<file path="src/logic/dma_settings.svh">
`ifndef DMA_SETTINGS_SVH
`define DMA_SETTINGS_SVH

// number of cache banks sharing the memory
`define NUM_CACHE 4

// word width of every data lane
`define DATA_WIDTH 32

// words in one cache block
`define BLOCK_WORDS 4

// cache byte address carried in the dma packet
`define CACHE_ADDR_WIDTH 16

// words in each cache's private bank of memory
`define BANK_WORDS 256

`endif

</file>
<file path="src/logic/dma_pkt_pkg.sv">
`include "dma_settings.svh"

package dma_pkt_pkg;

  // packet layout, msb first: {write_not_read, addr}
  localparam int pkt_addr_width = `CACHE_ADDR_WIDTH;
  localparam int pkt_addr_lsb   = 0;
  localparam int pkt_wnr_bit    = pkt_addr_lsb + pkt_addr_width;
  localparam int pkt_width      = pkt_wnr_bit + 1;

  // values of the wnr flag
  localparam logic op_write = 1'b1;
  localparam logic op_read  = 1'b0;

  // index of the requesting cache
  localparam int cache_id_width = $clog2(`NUM_CACHE);

endpackage

</file>
<file path="src/logic/dma_arbiter.sv">
`timescale 1ns/1ps
`include "dma_settings.svh"

module dma_arbiter (
  input  logic                                             core_clk,
  input  logic                                             arst_n_i,
  input  logic [`NUM_CACHE-1:0][dma_pkt_pkg::pkt_width-1:0] dma_pkt_i,
  input  logic [`NUM_CACHE-1:0]                            dma_pkt_v_i,
  output logic [`NUM_CACHE-1:0]                            dma_pkt_yumi_o,
  input  logic                                             req_ready_i,
  output logic                                             req_v_o,
  output logic                                             req_wnr_o,
  output logic [dma_pkt_pkg::cache_id_width-1:0]           req_id_o,
  output logic [`CACHE_ADDR_WIDTH-1:0]                     req_addr_o
);

  localparam int id_w = dma_pkt_pkg::cache_id_width;

  logic [id_w-1:0]                   last_r; // last cache granted
  logic [id_w-1:0]                   cand;
  logic [id_w-1:0]                   gnt_id;
  logic                              gnt_found;
  logic                              take;
  logic [dma_pkt_pkg::pkt_width-1:0] gnt_pkt;

  // search starts at the cache after the last winner
  always_comb begin
    gnt_found = 1'b0;
    gnt_id = last_r;
    cand = last_r;
    for (int i = 1; i <= `NUM_CACHE; i++) begin
      cand = id_w'((int'(last_r) + i) % `NUM_CACHE);
      if (!gnt_found && dma_pkt_v_i[cand]) begin
        gnt_found = 1'b1;
        gnt_id = cand;
      end
    end
  end

  // output stage takes a packet when empty or draining this cycle
  assign take = gnt_found && (!req_v_o || req_ready_i);
  assign gnt_pkt = dma_pkt_i[gnt_id];

  always_comb begin
    dma_pkt_yumi_o = '0;
    dma_pkt_yumi_o[gnt_id] = take;
  end

  always_ff @(posedge core_clk or negedge arst_n_i) begin
    if (!arst_n_i) begin
      req_v_o <= 1'b0;
      last_r <= id_w'(`NUM_CACHE - 1); // first search begins at cache 0
    end else if (take) begin
      req_v_o <= 1'b1;
      last_r <= gnt_id; // pointer moves only on a grant
    end else if (req_ready_i) begin
      req_v_o <= 1'b0;
    end
  end

  always_ff @(posedge core_clk) begin
    if (take) begin
      req_wnr_o <= (gnt_pkt[dma_pkt_pkg::pkt_wnr_bit] == dma_pkt_pkg::op_write);
      req_id_o <= gnt_id;
      req_addr_o <= gnt_pkt[dma_pkt_pkg::pkt_addr_lsb +: dma_pkt_pkg::pkt_addr_width];
    end
  end

endmodule

</file>
<file path="config.mk">
export PLATFORM = sky130hd
export DESIGN_NAME = dma_arbiter
export DESIGN_NICKNAME = d
export VERILOG_FILES = /design/src/logic/dma_pkt_pkg.sv /design/src/logic/dma_arbiter.sv
export VERILOG_INCLUDE_DIRS = /design/src /design/src/logic
export SDC_FILE = /design/constraint.sdc
export NUM_CORES = 1
export LEC_CHECK = 0
export BUFFER_PORTS_ARGS = -buffer_cell sky130_fd_sc_hd__buf_4
export CAP_MARGIN = 25
export CORE_ASPECT_RATIO = 0.7
export CORE_MARGIN = 5
export CORE_UTILIZATION = 36
export CTS_CLUSTER_DIAMETER = 60
export DETAILED_ROUTE_END_ITERATION = 7
export PLACE_DENSITY = 0.86
export SETUP_SLACK_MARGIN = 0.02
export SYNTH_ARGS = -nofsm -noshare
export SYNTH_HDL_FRONTEND = slang
export SYNTH_SLANG_ARGS = --single-unit
</file>
<file path="constraint.sdc">
create_clock -name core_clk -period 2 [get_ports core_clk]
set_clock_uncertainty 0.05 [all_clocks]
set_input_delay 0.4 -clock core_clk [delete_from_list [all_inputs] [get_ports core_clk]]
set_output_delay 0.4 -clock core_clk [all_outputs]
set_load 0.05 [all_outputs]
</file>
==> summary.md <==
| Metric | Value |
|---|---|
| Outcome | complete, but fails checks |
| Failing checks | setup timing |
| DRT Wirelength | ~4.8 mm |
| Pwr/cell area | approximately 1200 mW/mm^2 |
| Tot Pwr | ~3100 uW |
| DRT iter0 DRCs | 60 |
| Root Buffer | clkbuf_8 |
| Mean Syn Cell Area | approximately 9.0 um^2 |
| CP Data Required Time | 1.55 ns |
| First-pass GRT wire length | between 6 and 7 mm |
| First-pass iteration count of the detailed router | 4 |
| Worst min-delay path category | in2reg |
| Crit path kind | reg2out |
| Fill cells | between 200 and 300 |
| Remaining Overflow, GRT | 0 |
| Clk Latency, worst-skew pair | 0.26 ns |
| PortBufs | 98 |
| CTS Buf Count | 3 |
| # rows | 18 |
| R2R cell count | 9 |
| Register Area | 649 um^2 |
| Die W | just over 80 um |
| Slowest stage delay, CP | about 0.56 ns |
| Multi-input gate area | around 820 um^2 |
| Static Leak | around 0.0012 uW |
| Die area | 0.00503 mm^2 |
| Gpl congestion | ~0.85 |
| Clock transition at path regs | 0.08 ns |
| GRT Total Usage | 0.176 |
| Reg-to-Reg Start | last_r[0] |
| RSZ-0062 raised after global routing | yes |
| Area growth syn-to-layout | 96.6% |
| Mapped Area | 0.00133 mm^2 |
| IR drop worst, VDD | approximately 0.7 mV |
| CP Max Fanout | 5 |
| Post-synthesis sequential area ratio | 0.487 |
| Buf/Inv on CP | 2 |
| Final core occ | 0.740 |
| Startpoint Class | flip-flop |
| Total core area | approximately 0.0035 mm^2 |
| Routed len/inst | around 16 um |
| Slew @ Worst Pin | about 0.33 ns |
| Pre-CTS setup slack | -0.0950 ns |
| # Max-Cap Violations | 0 |
| Setup WS post-layout | -0.287 ns |
| Most frequent cells in the layout | 103 x buf_4, 38 x nand2_1, 19 x edfxtp_1 |
| Antenna-violating nets left | 0 |
| DR vias/cell | slightly above 5 |
| Hold WS | ~0.33 ns |
| R2r setup slk | -0.09 ns |
| Final setup fails | 21 |
| Largest net degree at the start of global routing | 21 |
| Number of flops mapped to enable cells by yosys | 19 |
| Main synth FF type | edfxtp_1 |
| CTS tree | yes |
| Most common cell on crit path | buf_6 |
| Hold endpoint | req_v_o |
| Hold-critical path depth | 3 |
| HP Start | dma_pkt_v_i[2] |
| Setup TNS | -2.18 ns |
| Vias | between 1.5k and 2k |
| NumNets Final | about 330 |
| Yosys cell types | 23 |
| Cell count after synthesis | about 150 |
| # clock sinks | 22 |
| Worst path top cell family by delay | simple AND/OR/NAND/NOR gates |
| Max_slew headroom | 0.780 |
| Die height | ~61 um |
| R2r endpoint | req_addr_o[14] |
| YS warnings | 0 |
| Max clock buf depth | 2 |
| DRC | 0 |
| Io pins | 99 |
| Leading cell type in the layout, fill and taps excluded | buf_4 |
| Vias in the first global route | between 1.5k and 2k |
| Async SR Flop Fraction | 0.136 |
| Initial antenna violation count | 0 |
| Crit path depth | 6 |
| Post-detail-place hpwl | around 3.3 mm |
| Initial Util | 0.377 |
| CP cell instances | buf_6, nand2b_4, a21oi_2, or3_4, nor3_4, buf_6 |
| Ratio of cells with drive above 1 in the final layout | 0.667 |
| Max Freq | 0.437 GHz |
| Syn_nets | ~220 |
| H-tree depth | 1 |
| CP Capture Type | output port |
| Slowest-stage cell, CP | dfstp_2 |
| Synth Register Bits | 22 |
| Final Max Slew Viols | 0 |
| Ant diodes | 0 |
| CP Data Arrival Time | between 1.5 and 2 ns |
| Tcrit/Tclk final | 1.14 |
| Fin. Hold Viols | 0 |
| Minimum clock period | 2.29 ns |
## area by class of cell
| type | instances | area share |
|---|---|---|
| timing repair buffer | 117 | 0.378 |
| multi-input combinational | 110 | 0.312 |
| sequential | 22 | 0.248 |
| tap | 50 | 0.0239 |
| clock buffer | 3 | 0.0158 |
| clock inverter | 1 | 0.0115 |
| inverter | 5 | 0.0105 |
## sequential cells by signal (all words and copies together), names as in the netlist
name / cells
req_addr_o: 16
last_r: 2
req_wnr_o: 1
req_v_o: 1
req_id_o: 2
## logic make-up (layout without fill, tap and decap cells)
kind of cell	Yosys count	count (layout)	synth area share
AND/OR/NAND/NOR	67	67	0.211
flip-flops	22	22	0.487
AO/OA/AOI/OAI	43	43	0.215
buffers and inverters	16	126	0.0874
## how the worst max path moves through the flow
stage              startpoint                end  slack [ns]
2_1_floorplan       last_r[0]  dma_pkt_yumi_o[3]       -0.27
3_3_place_gp   dma_pkt_v_i[2]  dma_pkt_yumi_o[3]       -0.07
3_5_place_dp        last_r[0]  dma_pkt_yumi_o[3]       -0.09
4_1_cts             last_r[0]  dma_pkt_yumi_o[3]       -0.30
5_1_grt             last_r[0]  dma_pkt_yumi_o[3]       -0.35
6_report            last_r[0]  dma_pkt_yumi_o[3]       -0.29
## what timing repair did
| action | CTS | global route |
|---|---|---|
| hold endpoints to repair | 1 | 0 |
| hold buffers | 1 | 0 |
| resized for setup | 42 | 25 |
| gates cloned | 3 | 0 |
| setup endpoints to repair | 21 | 21 |
| buffers inserted | 5 | 2 |
| pin swaps | 37 | 20 |
## stage by stage
step / instances / area [um^2]
4_1_cts: 310 / 2580
6_report: 308 / 2620
5_1_grt: 308 / 2620
3_3_place_gp: 297 / 2210
2_1_floorplan: 148 / 1400
3_5_place_dp: 297 / 2210
## Yosys cell counts (2+ instances only)
cell type | instances | area [um^2]
a21oi_1 | 20 | 100
a32oi_1 | 17 | 149
buf_2 | 5 | 25.0
buf_6 | 6 | 67.6
dfstp_2 | 2 | 52.6
edfxtp_1 | 19 | 571
inv_1 | 4 | 15.0
nand2_1 | 56 | 210
nand2b_1 | 2 | 12.5
nor2_1 | 3 | 11.3
o21ai_0 | 2 | 10.0
## metal layers
| metal | track usage | vias to the layer above | wire length, um |
|---|---|---|---|
| met1 | 0.194 | 741 | 1760 |
| met5 | 0 | - | 0 |
| met2 | 0.329 | 70 | 2420 |
| met3 | 0.0638 | 4 | 567 |
| met4 | 0.0350 | 0 | 38 |
| li1 | - | 751 | - |
## worst min-delay path, cell delays in order
cell     delay (ns)
buf_4          0.10
nor4_2         0.05
nand2_1        0.06
## report_power, final
group          internal, uW  switching (uW)  total (uW)
Sequential              684            41.8         726
Clock                   267             148         415
Combinational           805            1150        1960
Power figures use the tool's default switching activity.
