===== config.mk =====
export PLATFORM = sky130hd
export DESIGN_NAME = addr_mapper
export DESIGN_NICKNAME = d
export VERILOG_FILES = /design/src/logic/dma_pkt_pkg.sv /design/src/logic/mem_map_pkg.sv /design/src/logic/addr_mapper.sv
export VERILOG_INCLUDE_DIRS = /design/src /design/src/logic
export SDC_FILE = /design/constraint.sdc
export NUM_CORES = 1
export LEC_CHECK = 0
export CAP_MARGIN = 10
export CORE_AREA = 2 2 39 41
export CTS_CLUSTER_SIZE = 10
export DETAILED_ROUTE_END_ITERATION = 12
export DIE_AREA = 0 0 41 43
export DONT_BUFFER_PORTS = 1
export REMOVE_ABC_BUFFERS = 1
export SLEW_MARGIN = 5
export SYNTH_ARGS = -nofsm -noshare
export SYNTH_HDL_FRONTEND = slang
export SYNTH_SLANG_ARGS = --single-unit
export TNS_END_PERCENT = 20

===== constraint.sdc =====
create_clock -name core_clk -period 2.6 [get_ports core_clk]
set_input_delay 0.52 -clock core_clk [delete_from_list [all_inputs] [get_ports core_clk]]
set_output_delay 0.52 -clock core_clk [all_outputs]
set_load 0.02 [all_outputs]

===== src/logic/dma_settings.svh =====
`ifndef DMA_SETTINGS_SVH
`define DMA_SETTINGS_SVH

// number of cache banks sharing the memory
`define NUM_CACHE 4

// word width of every data lane
`define DATA_WIDTH 32

// words in one cache block
`define BLOCK_WORDS 4

// cache byte address carried in the dma packet
`define CACHE_ADDR_WIDTH 16

// words in each cache's private bank of memory
`define BANK_WORDS 256

`endif


===== src/logic/dma_pkt_pkg.sv =====
`include "dma_settings.svh"

package dma_pkt_pkg;

  // packet layout, msb first: {write_not_read, addr}
  localparam int pkt_addr_width = `CACHE_ADDR_WIDTH;
  localparam int pkt_addr_lsb   = 0;
  localparam int pkt_wnr_bit    = pkt_addr_lsb + pkt_addr_width;
  localparam int pkt_width      = pkt_wnr_bit + 1;

  // values of the wnr flag
  localparam logic op_write = 1'b1;
  localparam logic op_read  = 1'b0;

  // index of the requesting cache
  localparam int cache_id_width = $clog2(`NUM_CACHE);

endpackage


===== src/logic/mem_map_pkg.sv =====
`include "dma_settings.svh"

package mem_map_pkg;

  // bytes within a word, dropped by the mapper
  localparam int byte_off_width = $clog2(`DATA_WIDTH / 8);

  // word within a block
  localparam int word_off_width = $clog2(`BLOCK_WORDS);

  // block within one cache's bank
  localparam int blk_idx_width = $clog2(`BANK_WORDS) - word_off_width;

  // where the block index starts in the cache byte address
  localparam int blk_idx_lsb = byte_off_width + word_off_width;

  // flat word address over all banks
  localparam int mem_addr_width = dma_pkt_pkg::cache_id_width + blk_idx_width
                                  + word_off_width;

  // channel address, built by field and consumed as one word address
  typedef union packed {
    struct packed {
      logic [dma_pkt_pkg::cache_id_width-1:0] cache_id; // selects the bank
      logic [blk_idx_width-1:0]               blk_idx;
      logic [word_off_width-1:0]              word_off;
    } fields;
    logic [mem_addr_width-1:0] flat;
  } chan_addr_u;

endpackage


===== src/logic/addr_mapper.sv =====
`timescale 1ns/1ps
`include "dma_settings.svh"

module addr_mapper (
  input  logic                                   core_clk,
  input  logic                                   arst_n_i,
  input  logic                                   req_v_i,
  input  logic                                   req_wnr_i,
  input  logic [dma_pkt_pkg::cache_id_width-1:0] req_id_i,
  input  logic [`CACHE_ADDR_WIDTH-1:0]           req_addr_i,
  output logic                                   req_ready_o,
  output logic                                   map_v_o,
  output logic                                   map_wnr_o,
  output mem_map_pkg::chan_addr_u                map_addr_o,
  input  logic                                   map_ready_i
);

  logic                    accept;
  mem_map_pkg::chan_addr_u nxt_addr;

  assign req_ready_o = !map_v_o || map_ready_i;
  assign accept = req_v_i && req_ready_o;

  // byte offset and bits above the bank size fall away
  always_comb begin
    nxt_addr = '0; // word offset zero, block aligned
    nxt_addr.fields.cache_id = req_id_i;
    nxt_addr.fields.blk_idx =
      req_addr_i[mem_map_pkg::blk_idx_lsb +: mem_map_pkg::blk_idx_width];
  end

  always_ff @(posedge core_clk or negedge arst_n_i) begin
    if (!arst_n_i) begin
      map_v_o <= 1'b0;
    end else if (accept) begin
      map_v_o <= 1'b1;
    end else if (map_ready_i) begin
      map_v_o <= 1'b0;
    end
  end

  always_ff @(posedge core_clk) begin
    if (accept) begin
      map_wnr_o <= req_wnr_i;
      map_addr_o <= nxt_addr;
    end
  end

endmodule


==> run_results.csv, run 1 <==
group,metric,value,unit
outcome,status,"finished, final reports clean",
setup_path,crit_buf_inv,0,
power,switching_share,0.2056,
die,ios,36,
final_layout,fill_cells,142,
final_layout,final_cells,36,
sta,clock_skew,0.001394,ns
sta,setup_viol,0,
sta,finalSetupTns,0,ns
setup_path,cp-end-kind,"output pin",
hold_path,holdPathStages,0,
power,peakVddDrop,0.3348,mV
logic_synthesis,syn_avg_cell_area,21.43,sq um
clock_tree,clock_sinks,10,
clock_tree,cts_tree,"yes",
logic_synthesis,ys_seq_area_frac,0.8613,
sta,holdWs,0.3556,ns
logic_synthesis,ys_types,7,
setup_path,critPathLaunchType,"flip-flop",
final_layout,diodes,0,
placement,io_buffers,0,
die,placeableCoreArea,1384,sq um
clock_tree,clk_pin_slew_worst_paths,0.06,ns
clock_tree,cts_buffers,3,
detailed_routing,drt_pre_antenna_iters,1,
sta,slew_viol_final,0,
clock_tree,hold_buffers,1,
setup_path,cp_slowest_cell,"dfrtp_1",
power,pwr_density_cell,872.8,nW/um^2
detailed_routing,wire_per_inst,16.36,microns
setup_path,r2r_cells,2,
detailed_routing,via_per_inst,4.278,
detailed_routing,route.detailed.drc,0,
detailed_routing,antenna_left,0,
global_routing,grt_antenna_before_repair,0,
job,drv_cap,0,
final_layout,layout.nets,44,
power,power.leakage,0.1441,nW
clock_tree,ctsResizeCount,0,
clock_tree,post_cts_buffers,0,
power,fin_total_pwr,0.3473,mW
final_layout,stdcell_area,397.9,sq um
final_layout,synthToLayoutAreaGrowth,16.06,%
clock_tree,clockBufferDepth,2,
logic_synthesis,yosysTopAreaCell,"edfxtp_1",
die,die_width,41,microns
clock_tree,worst_skew_pair.late_latency,0.26,ns
power,p_sw,0.07140,mW
logic_synthesis,synth_area,342.8,sq um
detailed_routing,drt_iter0_drc,0,
power,comb_power_share,0.038,
setup_path,critPathKind,"reg -> out",
setup_path,max_stage_delay,0.48,ns
placement,place_inst,31,
sta,layout_setup_ws,1.188,ns
setup_path,cp_max_fo,3,
detailed_routing,vias,154,
die,dieHeight,43,microns
power,internal_power,0.2759,mW
logic_synthesis,synth_top_area_share,0.7883,
setup_path,path_depth,1,
logic_synthesis,synth_area_leaders,"edfxtp_1, dfrtp_1, buf_4, nand2b_4, and2_4",
global_routing,first_global_vias,179,
power,pwr-share-clk,0.380,
global_routing,grt_max_degree,10,
clock_tree,cts_root_buf,"clkbuf_4",
global_routing,grt_pass1_wl,779,microns
final_layout,drive_gt1_frac,0.3000,
global_routing,grt_usage,0.07731,
die,dieArea,1763,sq um
placement,place_area,351.6,sq um
sta,rsz0062_at_grt,"no",
setup_path,crit_family,"flip-flops",
placement,pre_cts_slack,1.403,ns
setup_path,arrival,0.89,ns
logic_synthesis,yosys_warnings,0,
setup_path,required,2.08,ns
global_routing,gr-total-overflow,0,
sta,hold_violations,0,
final_layout,utilization,0.2875,
power,p_seq_frac,0.582,
setup_path,cp_cell_sequence,"nand2b_4",
die,initial_core_util,0.2477,
detailed_routing,drt-total-wl,589,microns
sta,fin_crit_sh,0.5431,
placement,place_congestion,0.5919,
sta,fmax,0.7082,GHz
sta,fin_crit,1.412,ns
logic_synthesis,syn_inst,16,
clock_tree,cts_max_level,1,
logic_synthesis,synth-seq-cells,10,
die,num_rows,14,
hold_path,hp-class,"in -> reg",
-- cells in the final DEF (no fill, tap or decap), drive strengths merged --
master and count:
edfxtp 9, clkbuf 4, conb 2, nand2b 2
and2 1, dlygate4sd3 1, dfrtp 1
-- layer usage --
metal	wire length, microns	global-route usage	vias to the layer above
li1	-	-	60
met5	0	0	-
met4	0	0.02000	0
met2	219	0.08750	27
met1	200	0.07383	67
met3	170	0.1204	0
-- power groups by stage --
stage               Combinational [mW]  Clock (mW)  Sequential, mW
floorplan                       0.0106           0           0.204
CTS                             0.0131       0.139           0.202
finish                          0.0130       0.132           0.202
detailed placement              0.0119           0           0.206
global placement                0.0113           0           0.205
global route                    0.0141       0.153           0.203
-- layout make-up --
type	count	area, sq um	area share
Tap cell	16	20.02	0.05031
Sequential cell	10	295.3	0.7421
Multi-Input combinational cell	5	36.28	0.09119
Timing Repair Buffer	1	10.01	0.02516
Clock buffer	4	36.28	0.09119
-- cell families after synthesis --
| logic type | Yosys count | synth area share |
|---|---|---|
| other | 1 | 0.01094 |
| and+or+nand+nor | 3 | 0.08395 |
| DFF | 10 | 0.8613 |
| buffers and inverters | 2 | 0.04378 |
-- final timing paths --
kind	start	endpoint	slack (ns)
min in group asynchronous	arst_n_i	map_v_o	0.46
worst max-delay path	map_v_o	req_ready_o	1.19
worst min register to register	map_v_o	map_v_o	0.73
worst max register to register	map_v_o	map_addr_o[7]	1.44
max in group asynchronous	arst_n_i	map_v_o	2.04
worst min-delay path	req_addr_i[5]	map_addr_o[3]	0.36
-- registers in the layout (all words and copies together), names as in the netlist --
name and flops:
map_addr_o 8, map_v_o 1, map_wnr_o 1
-- Yosys cell counts (all sizes together) --
master and n:
dfrtp 1, buf 2, and2 1, conb 1, nand2b 2, edfxtp 9
(Power assumes the default switching activity.)
==> inputs of run 2 (changes only) <==
clock period = 1.2 ns   (was 2.6 ns; I/O delays follow)
==> run_results.csv, run 2 (synthesized netlist as in run 1, its figures left out) <==
group,metric,value,unit
detailed_routing,drt_pre_antenna_iters,2,
hold_path,hold_path_end,"map_addr_o[3]",
setup_path,required,0.96,ns
power,comb_power_share,0.050,
hold_path,hp-class,"in -> reg",
clock_tree,cts_max_level,1,
die,placeableCoreArea,1384,sq um
clock_tree,cts_root_buf,"clkbuf_4",
final_layout,final_cell_mix,"edfxtp_1, clkbuf_4, conb_1, buf_4",
setup_path,arrival,0.88,ns
sta,clock_skew,0.002393,ns
sta,rsz0062_at_grt,"no",
final_layout,final_cells,38,
detailed_routing,via_per_inst,4.211,
global_routing,grt_usage,0.08444,
clock_tree,cts_buffers,3,
sta,slew_viol_final,0,
sta,finalSetupTns,0,ns
outcome,status,"finished, final reports clean",
final_layout,largest_reg_flops,8,
die,dieHeight,43,microns
placement,place_congestion,0.5919,
final_layout,largest-register,"map_addr_o",
power,peakVddDrop,0.8384,mV
hold_path,holdPathStages,0,
die,initial_core_util,0.2477,
setup_path,r2r_cells,2,
global_routing,gr-total-overflow,0,
clock_tree,ctsResizeCount,0,
setup_path,r2r_end,"map_addr_o[7]",
detailed_routing,wire_per_inst,15.82,microns
final_layout,utilization,0.2984,
detailed_routing,antenna_left,0,
detailed_routing,drt-total-wl,601,microns
global_routing,first_global_vias,196,
sta,fin_crit_sh,0.9365,
power,switching_share,0.2046,
setup_path,r2r_start,"map_v_o",
sta,hold_violations,0,
die,dieArea,1763,sq um
final_layout,reg.largest.list,"map_addr_o (8), map_v_o (1), map_wnr_o (1)",
clock_tree,post_cts_buffers,0,
setup_path,r2r_slack,0.21,ns
final_layout,diodes,0,
power,pwr-share-clk,0.376,
final_layout,stdcell_area,412.9,sq um
clock_tree,clock_sinks,10,
detailed_routing,vias,160,
clock_tree,clk_pin_slew_worst_paths,0.06,ns
power,p_seq_frac,0.573,
die,die_width,41,microns
power,fin_total_pwr,0.7585,mW
power,internal_power,0.6033,mW
setup_path,critPathLaunchType,"flip-flop",
final_layout,layout.nets,46,
clock_tree,clockBufferDepth,2,
detailed_routing,route.detailed.drc,0,
sta,setup_viol,0,
clock_tree,worst_skew_pair.late_latency,0.25,ns
final_layout,final_common_cell,"edfxtp_1",
setup_path,critPathKind,"reg -> out",
global_routing,grt_antenna_before_repair,0,
placement,place_inst,33,
job,drv_cap,0,
placement,place_area,366.6,sq um
setup_path,cp_max_fo,2,
die,ios,36,
global_routing,grt_pass1_wl,834,microns
final_layout,drive_gt1_frac,0.3636,
final_layout,synthToLayoutAreaGrowth,20.44,%
power,p_sw,0.1552,mW
setup_path,cp-end-kind,"output pin",
detailed_routing,drt_iter0_drc,3,
clock_tree,cts_tree,"yes",
placement,dpl.hpwl,499.3,microns
hold_path,min_from,"req_addr_i[5]",
power,pwr_density_cell,1837,nW/um^2
placement,io_buffers,0,
power,power.leakage,0.1533,nW
sta,fmax,0.8898,GHz
die,num_rows,14,
sta,fin_crit,1.124,ns
global_routing,grt_max_degree,10,
[run 2: cell types whose count changed in the layout (fill, tap and decap cells not counted)]
cell	delta
buf_4	+2
[run 2: power groups by stage]
stage | combinational, mW | clock (mW) | sequential, mW
3_3_place_gp | 0.0345 | 0 | 0.441
3_5_place_dp | 0.0355 | 0 | 0.443
2_1_floorplan | 0.0231 | 0 | 0.441
5_1_grt | 0.0407 | 0.329 | 0.437
4_1_cts | 0.0382 | 0.301 | 0.435
6_report | 0.0381 | 0.285 | 0.435
[run 2: routing by layer]
layer,track usage,wire (microns),share of wire,up-vias
met3,0.1309,170,0.28,0
met2,0.1094,252,0.42,26
met1,0.05705,178,0.30,69
li1,-,-,-,65
met5,0,0,0,-
met4,0.04000,0,0,0
[run 2: cell type report]
type | instances | area [sq um]
Tap cell | 16 | 20.02
Fill cell | 142 | 970.9
Sequential cell | 10 | 295.3
Timing Repair Buffer | 3 | 25.02
Clock buffer | 4 | 36.28
Multi-Input combinational cell | 5 | 36.28
[run 2: what timing repair did]
item / in CTS / in global routing
setup endpoints to repair: 0 / 0
endpoints found under the hold margin: 1 / 0
hold buffers: 1 / 0
[run 2: worst max-delay path by stage]
stage	start	to	depth (start not counted)
CTS	map_v_o	req_ready_o	2
global placement	map_v_o	map_addr_o[8]	2
floorplan	map_v_o	map_addr_o[2]	2
global route	map_v_o	req_ready_o	2
detailed placement	map_v_o	map_addr_o[9]	2
finish	map_v_o	req_ready_o	2
[run 2: per-stage QoR]
stage               hold slack [ns]  worst slack (ns)
global placement           -0.05555            0.2392
floorplan                  -0.05559           0.09586
global route                0.04603           0.02416
CTS                         0.06328           0.05948
detailed placement         -0.05555            0.2122
finish                      0.07642           0.07615
[run 2: critical path, stage by stage (launching register included)]
cell      delay (ns)
dfrtp_1         0.41
nand2b_4        0.08
buf_4           0.14
==> inputs of run 3 (changes only) <==
GPL_ROUTABILITY_DRIVEN = 0   (was unset)
PLACE_DENSITY_LB_ADDON = 0.05   (was unset)
==> run_results.csv, run 3 (synthesized netlist as in run 1, its figures left out) <==
group,metric,value,unit
sta,rsz0062_at_grt,"no",
placement,pre_cts_slack,0.2126,ns
power,pwr_density_cell,1739,nW/um^2
detailed_routing,drt-total-wl,483,microns
final_layout,synthToLayoutAreaGrowth,17.52,%
die,placeableCoreArea,1384,sq um
global_routing,grt_antenna_before_repair,0,
die,ios,36,
final_layout,largest_reg_flops,8,
final_layout,layout.nets,46,
job,drv_cap,0,
power,switching_share,0.2185,
die,die_width,41,microns
global_routing,grt_usage,0.07012,
detailed_routing,antenna_left,0,
detailed_routing,met2WireLength,274,microns
hold_path,hp-class,"in -> reg",
detailed_routing,route.detailed.drc,0,
sta,holdWs,0.07720,ns
clock_tree,worst_skew_pair.late_latency,0.25,ns
clock_tree,cts_root_buf,"clkbuf_4",
power,pwr-share-clk,0.328,
power,power.leakage,0.1473,nW
global_routing,gr-total-overflow,0,
clock_tree,post_cts_buffers,0,
detailed_routing,via_per_inst,3.816,
outcome,status,"finished, final reports clean",
sta,layout_setup_ws,0.09217,ns
sta,slew_viol_final,0,
setup_path,cp-end-kind,"output pin",
global_routing,first_global_vias,163,
clock_tree,clock_sinks,10,
clock_tree,clk_pin_slew_worst_paths,0.06,ns
sta,clock_skew,0.003789,ns
placement,place_area,366.6,sq um
detailed_routing,wire_per_inst,12.71,microns
power,internal_power,0.5475,mW
die,initial_core_util,0.2477,
final_layout,reg.largest.list,"map_addr_o (8), map_v_o (1), map_wnr_o (1)",
sta,setup_viol,0,
final_layout,diodes,0,
clock_tree,cts_tree,"yes",
power,comb_power_share,0.054,
final_layout,stdcell_area,402.9,sq um
setup_path,r2r_cells,2,
global_routing,grt_max_degree,10,
detailed_routing,vias,145,
hold_path,hold_path_end,"map_addr_o[3]",
detailed_routing,met1_length,173,microns
final_layout,final_common_cell,"edfxtp_1",
setup_path,cp_max_fo,2,
setup_path,critPathKind,"reg -> out",
global_routing,grt_pass1_wl,696,microns
power,fin_total_pwr,0.7005,mW
clock_tree,cts_max_level,1,
clock_tree,hold_buffers,1,
placement,io_buffers,0,
sta,finalSetupTns,0,ns
detailed_routing,drt_iter0_drc,0,
clock_tree,ctsResizeCount,0,
sta,fmax,0.9027,GHz
setup_path,r2r_end,"map_addr_o[9]",
hold_path,min_from,"req_addr_i[5]",
sta,hold_violations,0,
die,dieHeight,43,microns
power,p_sw,0.1531,mW
setup_path,critPathLaunchType,"flip-flop",
detailed_routing,highest_layer,"met3",
hold_path,holdPathStages,0,
detailed_routing,route.met3.wl,35,microns
clock_tree,clockBufferDepth,2,
setup_path,r2r_start,"map_v_o",
setup_path,required,0.96,ns
sta,fin_crit,1.108,ns
die,num_rows,14,
final_layout,largest-register,"map_addr_o",
power,p_seq_frac,0.617,
detailed_routing,drt_pre_antenna_iters,1,
die,dieArea,1763,sq um
final_layout,drive_gt1_frac,0.3182,
setup_path,r2r_slack,0.22,ns
sta,fin_crit_sh,0.9232,
clock_tree,cts_buffers,3,
final_layout,final_cell_mix,"edfxtp_1, clkbuf_4, conb_1, buf_4",
power,peakVddDrop,0.5534,mV
setup_path,arrival,0.87,ns
run 3: cell counts in the layout (fill, tap and decap cells not counted):
No cell type changed its count.
run 3: worst max-delay path by stage:
stage / endpoint / cells past startpoint / slack (ns) / start
2_1_floorplan: map_addr_o[2] / 2 / 0.1 / map_v_o
3_3_place_gp: map_addr_o[4] / 2 / 0.22 / map_v_o
3_5_place_dp: map_addr_o[8] / 2 / 0.21 / map_v_o
4_1_cts: req_ready_o / 2 / 0.07 / map_v_o
5_1_grt: req_ready_o / 2 / 0.05 / map_v_o
6_report: req_ready_o / 2 / 0.09 / map_v_o
run 3: routing by layer:
metal	up-vias	global-route usage
met5	-	0
met3	0	0.04712
met1	66	0.06689
met2	12	0.09688
met4	0	0.06000
li1	67	-
run 3: area by class of cell:
cell class / count / area [sq um]
Tap cell: 16 / 20.02
Sequential cell: 10 / 295.3
Timing Repair Buffer: 3 / 25.02
Multi-Input combinational cell: 5 / 36.28
Fill cell: 145 / 980.9
Clock buffer: 4 / 26.28
run 3: metrics by stage:
stage	util	std cells
after CTS	0.2911	38
after detailed placement	0.2649	33
after global routing	0.2911	38
after global placement	0.2649	33
after floorplan	-	15
final	0.2911	38
run 3: critical path: stages, from the launching register on:
cell and delay [ns]:
dfrtp_1 0.40, nand2b_4 0.08, buf_4 0.14
run 3: power by group through the flow:
stage	logic, mW	clock network, mW	registers [mW]
finish	0.0381	0.230	0.433
global route	0.0418	0.271	0.435
CTS	0.0391	0.246	0.433
detailed placement	0.0361	0	0.441
global placement	0.0356	0	0.441
floorplan	0.0231	0	0.441
